===== config.mk =====
export PLATFORM = sky130hd
export DESIGN_NAME = gpi_irq_top
export DESIGN_NICKNAME = d
export VERILOG_FILES = /design/src/logic/gpi_reg_pkg.sv /design/src/logic/gpi_irq_pkg.sv /design/src/logic/gpi_irq_top.sv /design/src/logic/gpi_irq_ctrl.sv /design/src/logic/gpi_sts_bank.sv /design/src/logic/gpi_pulse_classifier.sv /design/src/logic/gpi_input_filter.sv
export VERILOG_INCLUDE_DIRS = /design/src /design/src/include
export SDC_FILE = /design/constraint.sdc
export NUM_CORES = 2
export LEC_CHECK = 0
export BUFFER_PORTS_ARGS = -buffer_cell sky130_fd_sc_hd__buf_2
export CORE_UTILIZATION = 50
export DETAILED_ROUTE_END_ITERATION = 10
export HOLD_SLACK_MARGIN = 0.03
export MAX_ROUTING_LAYER = met4
export PLACE_DENSITY = 0.67
export SYNTH_ARGS = -nofsm -noshare
export SYNTH_HDL_FRONTEND = slang
export SYNTH_SLANG_ARGS = --single-unit

===== constraint.sdc =====
create_clock -name CLK_I -period 3.34 [get_ports CLK_I]
set_clock_uncertainty 0.05 [all_clocks]
set_input_delay 0.167 -clock CLK_I [delete_from_list [all_inputs] [get_ports CLK_I]]
set_output_delay 0.167 -clock CLK_I [all_outputs]
set_load 0.02 [all_outputs]

===== src/include/gpi_settings.svh =====
`ifndef GPI_SETTINGS_SVH
`define GPI_SETTINGS_SVH

// channel array size
`define GPI_CH_NUM          4
`define GPI_WIDTH           8

// input filter
`define GPI_SYNC_STAGES     2
`define GPI_DBS_CYCLES      8       // stable cycles before debounced bit follows

// high or low time classification, in clock cycles
`define GPI_THR_H_CYCLES    40      // high time at or past this is a level
`define GPI_THR_L_CYCLES    60      // same for low time
`define GPI_CNT_W           16

// interrupt output
`define GPI_IRQ_HOLD_CYCLES 20      // retriggerable irq length

`endif

===== src/logic/gpi_reg_pkg.sv =====
`default_nettype none

package gpi_reg_pkg;

    // bus address as seen on rd_addr
    typedef logic [15:0] reg_addr_t;

    // status registers, one per channel, clear on read
    typedef enum reg_addr_t {
        STS_CH0 = 16'h100C,
        STS_CH1 = 16'h200C,
        STS_CH2 = 16'h300C,
        STS_CH3 = 16'h400C
    } sts_addr_e;

endpackage

`default_nettype wire


===== src/logic/gpi_irq_pkg.sv =====
`default_nettype none

`include "gpi_settings.svh"

package gpi_irq_pkg;

    // classifier FSM
    typedef enum logic [1:0] {
        IDLE    = 2'd0,     // waiting for the active edge
        MEASURE = 2'd1,     // counting the active time
        DECIDE  = 2'd2      // event goes out in this cycle
    } cls_state_e;

    // per-bit event mode
    typedef enum logic {
        MODE_LEVEL = 1'b0,
        MODE_PULSE = 1'b1
    } irq_mode_e;

    // per-channel status word, one bit per gpi bit in each field
    typedef struct packed {
        logic [`GPI_WIDTH-1:0] l_level;     // bits 31:24 at default width
        logic [`GPI_WIDTH-1:0] h_level;
        logic [`GPI_WIDTH-1:0] l_pulse;
        logic [`GPI_WIDTH-1:0] h_pulse;     // lowest field
    } sts_word_t;

endpackage

`default_nettype wire


===== src/logic/gpi_irq_top.sv =====
`timescale 1ns/1ps
`default_nettype none

`include "gpi_settings.svh"

module gpi_irq_top (
    input  wire logic                                   CLK_I,
    input  wire logic                                   RSTN_I,
    input  wire logic                                   rd,
    input  wire gpi_reg_pkg::reg_addr_t                 rd_addr,
    input  wire logic [`GPI_CH_NUM-1:0][`GPI_WIDTH-1:0] gpi,
    input  wire logic [`GPI_CH_NUM-1:0][`GPI_WIDTH-1:0] irq_mode,   // per bit level or pulse
    input  wire logic [`GPI_CH_NUM-1:0][`GPI_WIDTH-1:0] irq_en,
    output logic      [`GPI_CH_NUM-1:0][`GPI_WIDTH-1:0] gpi_dbs,
    output gpi_irq_pkg::sts_word_t [`GPI_CH_NUM-1:0]    int_sts,
    output logic                                        irq
);

    logic [`GPI_CH_NUM-1:0] ch_event;   // any status bit set in this cycle
    logic [`GPI_CH_NUM-1:0] sts_clr;

    ////////////////////////////////////////////////////////////////////////////
    // input path

    gpi_input_filter u_filter (
        .CLK_I   (CLK_I),
        .RSTN_I  (RSTN_I),
        .gpi     (gpi),
        .gpi_dbs (gpi_dbs)
    );

    ////////////////////////////////////////////////////////////////////////////
    // classification and status

    gpi_sts_bank u_sts_bank (
        .CLK_I    (CLK_I),
        .RSTN_I   (RSTN_I),
        .gpi_dbs  (gpi_dbs),
        .irq_mode (irq_mode),
        .irq_en   (irq_en),
        .sts_clr  (sts_clr),
        .int_sts  (int_sts),
        .ch_event (ch_event)
    );

    // read decode and irq
    gpi_irq_ctrl u_ctrl (
        .CLK_I    (CLK_I),
        .RSTN_I   (RSTN_I),
        .rd       (rd),
        .rd_addr  (rd_addr),
        .ch_event (ch_event),
        .sts_clr  (sts_clr),
        .irq      (irq)
    );

endmodule

`default_nettype wire


===== src/logic/gpi_irq_ctrl.sv =====
`timescale 1ns/1ps
`default_nettype none

`include "gpi_settings.svh"

module gpi_irq_ctrl (
    input  wire logic                   CLK_I,
    input  wire logic                   RSTN_I,
    input  wire logic                   rd,         // single cycle strobe
    input  wire gpi_reg_pkg::reg_addr_t rd_addr,
    input  wire logic [`GPI_CH_NUM-1:0] ch_event,
    output logic      [`GPI_CH_NUM-1:0] sts_clr,
    output logic                        irq
);

    localparam int HOLD_W = $clog2(`GPI_IRQ_HOLD_CYCLES + 1);

    // channel to status register address
    localparam gpi_reg_pkg::sts_addr_e STS_ADDR [`GPI_CH_NUM] = '{
        gpi_reg_pkg::STS_CH0,
        gpi_reg_pkg::STS_CH1,
        gpi_reg_pkg::STS_CH2,
        gpi_reg_pkg::STS_CH3
    };

    logic [HOLD_W-1:0] hold_cnt;

    ////////////////////////////////////////////////////////////////////////////
    // read decode

    for (genvar c = 0; c < `GPI_CH_NUM; c++) begin : g_clr
        assign sts_clr[c] = rd && (rd_addr == STS_ADDR[c]);
    end

    ////////////////////////////////////////////////////////////////////////////
    // retriggerable irq hold

    always_ff @(posedge CLK_I) begin
        if (!RSTN_I) begin
            hold_cnt <= '0;
            irq      <= 1'b0;
        end else if (|ch_event) begin
            hold_cnt <= HOLD_W'(`GPI_IRQ_HOLD_CYCLES);     // restart on every event
            irq      <= 1'b1;
        end else if (hold_cnt != '0) begin
            hold_cnt <= hold_cnt - 1'b1;
            irq      <= (hold_cnt > HOLD_W'(1));
        end
    end

    a_clr_onehot: assert property (@(posedge CLK_I) disable iff (!RSTN_I)
        $onehot0(sts_clr));

    a_irq_idle: assert property (@(posedge CLK_I) disable iff (!RSTN_I)
        (hold_cnt == '0) |-> !irq);

endmodule

`default_nettype wire


===== src/logic/gpi_sts_bank.sv =====
`timescale 1ns/1ps
`default_nettype none

`include "gpi_settings.svh"

module gpi_sts_bank (
    input  wire logic                                   CLK_I,
    input  wire logic                                   RSTN_I,
    input  wire logic [`GPI_CH_NUM-1:0][`GPI_WIDTH-1:0] gpi_dbs,
    input  wire logic [`GPI_CH_NUM-1:0][`GPI_WIDTH-1:0] irq_mode,
    input  wire logic [`GPI_CH_NUM-1:0][`GPI_WIDTH-1:0] irq_en,
    input  wire logic [`GPI_CH_NUM-1:0]                 sts_clr,
    output gpi_irq_pkg::sts_word_t [`GPI_CH_NUM-1:0]    int_sts,
    output logic      [`GPI_CH_NUM-1:0]                 ch_event
);

    logic [`GPI_CH_NUM-1:0][`GPI_WIDTH-1:0] h_level_evt;
    logic [`GPI_CH_NUM-1:0][`GPI_WIDTH-1:0] h_pulse_evt;
    logic [`GPI_CH_NUM-1:0][`GPI_WIDTH-1:0] l_level_evt;
    logic [`GPI_CH_NUM-1:0][`GPI_WIDTH-1:0] l_pulse_evt;
    gpi_irq_pkg::sts_word_t [`GPI_CH_NUM-1:0] sts_set;     // bits to set this cycle

    for (genvar c = 0; c < `GPI_CH_NUM; c++) begin : g_ch
        for (genvar b = 0; b < `GPI_WIDTH; b++) begin : g_bit
            // high time after a rising edge
            gpi_pulse_classifier #(
                .THRESHOLD   (`GPI_THR_H_CYCLES),
                .ACTIVE_HIGH (1'b1)
            ) u_cls_h (
                .CLK_I     (CLK_I),
                .RSTN_I    (RSTN_I),
                .sig       (gpi_dbs[c][b]),
                .mode      (gpi_irq_pkg::irq_mode_e'(irq_mode[c][b])),
                .en        (irq_en[c][b]),
                .level_evt (h_level_evt[c][b]),
                .pulse_evt (h_pulse_evt[c][b])
            );

            // low time after a falling edge
            gpi_pulse_classifier #(
                .THRESHOLD   (`GPI_THR_L_CYCLES),
                .ACTIVE_HIGH (1'b0)
            ) u_cls_l (
                .CLK_I     (CLK_I),
                .RSTN_I    (RSTN_I),
                .sig       (gpi_dbs[c][b]),
                .mode      (gpi_irq_pkg::irq_mode_e'(irq_mode[c][b])),
                .en        (irq_en[c][b]),
                .level_evt (l_level_evt[c][b]),
                .pulse_evt (l_pulse_evt[c][b])
            );
        end

        assign sts_set[c] = '{l_level: l_level_evt[c], h_level: h_level_evt[c],
                              l_pulse: l_pulse_evt[c], h_pulse: h_pulse_evt[c]};
        assign ch_event[c] = |sts_set[c];
    end

    // status bits saturate at 1, read clear takes priority
    always_ff @(posedge CLK_I) begin
        if (!RSTN_I) begin
            int_sts <= '0;
        end else begin
            for (int c = 0; c < `GPI_CH_NUM; c++) begin
                if (sts_clr[c]) begin
                    int_sts[c] <= '0;
                end else begin
                    int_sts[c] <= int_sts[c] | sts_set[c];
                end
            end
        end
    end

endmodule

`default_nettype wire


===== src/logic/gpi_pulse_classifier.sv =====
`timescale 1ns/1ps
`default_nettype none

`include "gpi_settings.svh"

module gpi_pulse_classifier #(
    parameter int unsigned THRESHOLD   = `GPI_THR_H_CYCLES,
    parameter bit          ACTIVE_HIGH = 1'b1
) (
    input  wire logic                   CLK_I,
    input  wire logic                   RSTN_I,
    input  wire logic                   sig,        // debounced bit
    input  wire gpi_irq_pkg::irq_mode_e mode,
    input  wire logic                   en,
    output logic                        level_evt,
    output logic                        pulse_evt
);

    localparam int                 CNT_W   = `GPI_CNT_W;
    localparam logic [CNT_W-1:0]   THR_CNT = CNT_W'(THRESHOLD);

    gpi_irq_pkg::cls_state_e state_q;
    logic [CNT_W-1:0]        cnt_q;
    logic                    sig_q;
    logic                    active;
    logic                    start;
    logic                    is_level;

    assign active = (sig == ACTIVE_HIGH);
    assign start  = active && (sig_q != ACTIVE_HIGH);   // edge into the active level

    always_ff @(posedge CLK_I) begin
        if (!RSTN_I) begin
            state_q <= gpi_irq_pkg::IDLE;
            cnt_q   <= '0;
            sig_q   <= 1'b0;
        end else begin
            sig_q <= sig;
            case (state_q)
                gpi_irq_pkg::IDLE: begin
                    cnt_q <= '0;
                    if (start) begin
                        state_q <= gpi_irq_pkg::MEASURE;
                    end
                end
                gpi_irq_pkg::MEASURE: begin
                    cnt_q <= cnt_q + 1'b1;
                    // leave on threshold, or when the bit drops back
                    if (cnt_q == THR_CNT || !active) begin
                        state_q <= gpi_irq_pkg::DECIDE;
                    end
                end
                gpi_irq_pkg::DECIDE: begin
                    state_q <= gpi_irq_pkg::IDLE;
                end
                default: begin
                    state_q <= gpi_irq_pkg::IDLE;
                end
            endcase
        end
    end

    // count ran past the threshold only when the level held
    assign is_level = (cnt_q > THR_CNT);

    assign level_evt = (state_q == gpi_irq_pkg::DECIDE) && en && is_level
                       && (mode == gpi_irq_pkg::MODE_LEVEL);
    assign pulse_evt = (state_q == gpi_irq_pkg::DECIDE) && en && !is_level
                       && (mode == gpi_irq_pkg::MODE_PULSE);

    a_evt_excl: assert property (@(posedge CLK_I) disable iff (!RSTN_I)
        !(level_evt && pulse_evt));

    a_evt_single: assert property (@(posedge CLK_I) disable iff (!RSTN_I)
        (level_evt || pulse_evt) |=> !(level_evt || pulse_evt));

endmodule

`default_nettype wire


===== src/logic/gpi_input_filter.sv =====
`timescale 1ns/1ps
`default_nettype none

`include "gpi_settings.svh"

module gpi_input_filter (
    input  wire logic                                   CLK_I,
    input  wire logic                                   RSTN_I,
    input  wire logic [`GPI_CH_NUM-1:0][`GPI_WIDTH-1:0] gpi,
    output logic      [`GPI_CH_NUM-1:0][`GPI_WIDTH-1:0] gpi_dbs
);

    localparam int N_BITS = `GPI_CH_NUM * `GPI_WIDTH;
    localparam int DBS_W  = $clog2(`GPI_DBS_CYCLES + 1);

    logic [N_BITS-1:0] sync_q [`GPI_SYNC_STAGES];
    logic [N_BITS-1:0] sync_bits;                   // last synchronizer stage
    logic [N_BITS-1:0] dbs_q;
    logic [DBS_W-1:0]  dbs_cnt [N_BITS];            // cycles sync differs from dbs

    ////////////////////////////////////////////////////////////////////////////
    // synchronizer chain

    always_ff @(posedge CLK_I) begin
        if (!RSTN_I) begin
            for (int s = 0; s < `GPI_SYNC_STAGES; s++) begin
                sync_q[s] <= '0;
            end
        end else begin
            sync_q[0] <= gpi;
            for (int s = 1; s < `GPI_SYNC_STAGES; s++) begin
                sync_q[s] <= sync_q[s-1];
            end
        end
    end

    assign sync_bits = sync_q[`GPI_SYNC_STAGES-1];

    ////////////////////////////////////////////////////////////////////////////
    // debounce, one stability counter per bit

    always_ff @(posedge CLK_I) begin
        if (!RSTN_I) begin
            dbs_q <= '0;
            for (int b = 0; b < N_BITS; b++) begin
                dbs_cnt[b] <= '0;
            end
        end else begin
            for (int b = 0; b < N_BITS; b++) begin
                if (sync_bits[b] == dbs_q[b]) begin
                    dbs_cnt[b] <= '0;                   // glitch gone, start over
                end else if (dbs_cnt[b] == DBS_W'(`GPI_DBS_CYCLES - 1)) begin
                    dbs_q[b]   <= sync_bits[b];
                    dbs_cnt[b] <= '0;
                end else begin
                    dbs_cnt[b] <= dbs_cnt[b] + 1'b1;
                end
            end
        end
    end

    assign gpi_dbs = dbs_q;

endmodule

`default_nettype wire


==> impl_metrics.tcl <==
set metrics [dict create \
    cp.arrival_ns 3.86 \
    area_growth_pct 16.0 \
    slowest_stage "a2111o_1" \
    register_area_mm2 0.0322 \
    synth_cell_types 61 \
    rsz0062_at_grt "false" \
    postLayoutCoreUtil_pct 58.7 \
    clkSinkCount 1542 \
    grt_pass1_vias 50362 \
    hp-class "input pin to flop" \
    finalCritPeriodShare_pct 97.3 \
    setup_violations 0 \
    io-pin-count 276 \
    crit_path_start "u_sts_bank.g_ch[1].g_bit[2].u_cls_l.cnt_q[12]$_SDFFE_PN0P_" \
    htreeDepth 4 \
    dieWidth_um 371 \
    clkTransAtPathRegs_ns 0.06 \
    relSlewSlack_pct 16.6 \
    critPathCapture "u_ctrl.irq$_SDFFE_PN0P_" \
    grt_max_degree 124 \
    num_rows 134 \
    peakVddDrop_mv 0.421 \
    ant_nets 0 \
    tightestPinTransition_ns 1.25 \
    finalHoldViolations 0 \
    final_cell_area_mm2 0.0788 \
    finalPower_w 0.0381 \
    nets 8567 \
    async_reset_ff_share_pct 0 \
    start_util_pct 50.6 \
    die_y_um 371 \
    syn_inst 7743 \
    dpl.cell_count 9745 \
    grt-ovfl-total 0 \
    grt_pass1_wl_mm 260 \
    dr.pass1.iters 7 \
    regToRegStartpoint "u_sts_bank.g_ch[1].g_bit[2].u_cls_l.cnt_q[12]$_SDFFE_PN0P_" \
    viasPerCell 5.33 \
    dieArea_mm2 0.137 \
    synthSimpleGateAreaFrac_pct 27.8 \
    fmax_mhz 308 \
    rrSetupSlack_ns 0.09 \
    io_buffers 275 \
    synth-adder-area-share_pct 2.99 \
    fin_hold_ws_ns 0.0767 \
    maxSlewViolCount 0 \
    worstHoldStart "irq_en[15]" \
    synth_seq_cells 1542 \
    ys.flop_type "dfxtp_1" \
    antenna_found_initial 15 \
    status "finished, final reports clean" \
    leakage_nw 29.7 \
    place_hpwl_mm 116 \
    wirelength_mm 162 \
    synth_seq_area_share_pct 47.4 \
    drt_iter0_markers 3659 \
    place_congestion 0.881 \
    syn_avg_cell_area_um2 8.77 \
    crit_path_end_kind "flop" \
    regToRegEndpoint "u_ctrl.irq$_SDFFE_PN0P_" \
    cts_tree "yes" \
    cp.required_ns 3.95 \
    crit_type "flop to flop" \
    drv_cap 0 \
    cts.path.max_buffers 3 \
    cts_made_buffers 164 \
    cts-root-buf "clkbuf_16" \
    layout_commonest_cell "nor2_1" \
    synth_area_mm2 0.0679 \
    synth-compound-area-share_pct 6.56 \
    synth_edf_count 128 \
    reg2reg_depth 9 \
    synth_warnings 0 \
    wl_per_cell_um 15.9 \
    max_stage_delay_ns 0.45 \
    multi_input_area_mm2 0.0343 \
    synth_mux_area_share_pct 0.667 \
    final_cells 10207 \
    core-area_mm2 0.134 \
    synthXorXnorAreaFrac_pct 11.5 \
    cp_cell_sequence "nor4_1, o2111ai_1, nor4b_2, a2111oi_0, nor4bb_2, nand4_1, buf_4, a2111o_1, o31a_1" \
    vias 54418 \
    grt_usage_pct 23.9 \
    dpl-instance-area_mm2 0.0717 \
    fillers 11927 \
    power.density_mw_per_mm2 484 \
    worstPathMaxFanout 6 \
    synth_top_family_by_area "simple AND/OR/NAND/NOR gates" \
    post-route-min-period_ns 3.25 \
    drc 0 \
    final_cell_mix "1,450 x nor2_1, 1,414 x dfxtp_1, 683 x xor2_1" \
    clk_latency_ns 0.79 \
    layout-drive-gt1-share_pct 8.27 \
    critPathLaunchType "flop" \
]
kinds of logic after synthesis:
family | count (synthesis)
muxes | 44
other | 1
buffers and inverters | 533
and+or+nand+nor | 3801
xor gates and xnor gates | 889
DFF | 1542
AOI/OAI and AO/OA | 771
adders and majority gates | 162
cell usage after synthesis (all sizes together), types with 175 or more instances:
cell | number | share of area [%]
nor2 | 1450 | 8.0
nor4 | 175 | 1.6
a21oi | 323 | 2.4
clkbuf | 213 | 1.2
dfxtp | 1414 | 42
nand4 | 219 | 2.0
xnor2 | 206 | 2.7
nand2 | 466 | 2.6
or3 | 191 | 1.8
nand3 | 362 | 2.7
o21ai | 237 | 1.7
xor2 | 683 | 8.8
inv | 281 | 1.6
routing by layer:
layer / vias up / share of wire, % / track usage [%] / wire length, um
li1: 27418 / - / - / -
met1: 25681 / 46 / 31.4 / 75300
met2: 1057 / 45 / 37.4 / 73100
met3: 262 / 5.9 / 4.37 / 9580
met4: 0 / 2.6 / 7.36 / 4290
met5: - / 0 / - / 0
worst min path at each step:
stage / to / slack (ns) / cells after the start
final: u_sts_bank.int_sts[55]$_SDFF_PP0_ / 0.08 / 5
after global routing: u_sts_bank.int_sts[47]$_SDFF_PP0_ / 0.05 / 6
after CTS: u_filter.sync_q[0][10]$_SDFF_PN0_ / 0.03 / 3
after detailed placement: u_filter.sync_q[0][22]$_SDFF_PN0_ / 0.33 / 2
after global placement: u_filter.sync_q[0][21]$_SDFF_PN0_ / 0.32 / 2
after floorplan: u_filter.sync_q[0][0]$_SDFF_PN0_ / 0.24 / 1
timing repair:
action,4_1_cts,5_1_grt
hold buffers,145,0
endpoints found under the hold margin,249,0
endpoints found under the setup margin,6,6
resized for setup,4,9
buffers inserted,0,2
pin swaps,1,8
per-stage QoR:
stage / setup TNS, ns / worst slack [ns]
floorplan: 0 / 0.709
global route: 0 / 0.0116
CTS: 0 / 0.0325
finish: 0 / 0.0913
global placement: 0 / 0.0161
detailed placement: -0.418 / -0.119
critical path: cells and delay by family (launching register included):
family / cells / cell delay (ns)
and+or+nand+nor: 4 / 1.20
buffers and inverters: 1 / 0.23
AOI/OAI and AO/OA: 4 / 1.30
DFF: 1 / 0.34
where the power goes:
part / switching [W] / internal (W)
Combinational: 0.000492 / 0.000345
Clock: 0.00757 / 0.0108
Sequential: 0.000107 / 0.0188
Total: 0.00817 / 0.0300
flip-flops by register name, indices dropped and copies added, names as in the netlist:
| signal | count |
|---|---|
| u_ctrl.hold_cnt | 5 |
| u_ctrl.irq | 1 |
| u_filter.dbs_cnt | 128 |
| u_filter.gpi_dbs | 32 |
| u_filter.sync_q | 64 |
| u_sts_bank.g_ch.g_bit.u_cls_h.cnt_q | 512 |
| u_sts_bank.g_ch.g_bit.u_cls_h.sig_q | 27 |
| u_sts_bank.g_ch.g_bit.u_cls_h.state_q | 64 |
| u_sts_bank.g_ch.g_bit.u_cls_l.cnt_q | 512 |
| u_sts_bank.g_ch.g_bit.u_cls_l.sig_q | 5 |
| u_sts_bank.g_ch.g_bit.u_cls_l.state_q | 64 |
| u_sts_bank.int_sts | 128 |
layout make-up:
type | instances | share of cell area [%]
antenna | 11 | 0.0349
clock buffer | 242 | 6.20
clock inverter | 62 | 0.796
inverter | 281 | 1.35
multi-input combinational | 5795 | 43.5
sequential | 1542 | 40.8
tap | 1768 | 2.81
timing repair buffer | 506 | 4.52
No activity file was read; power rests on OpenSTA's default activity.
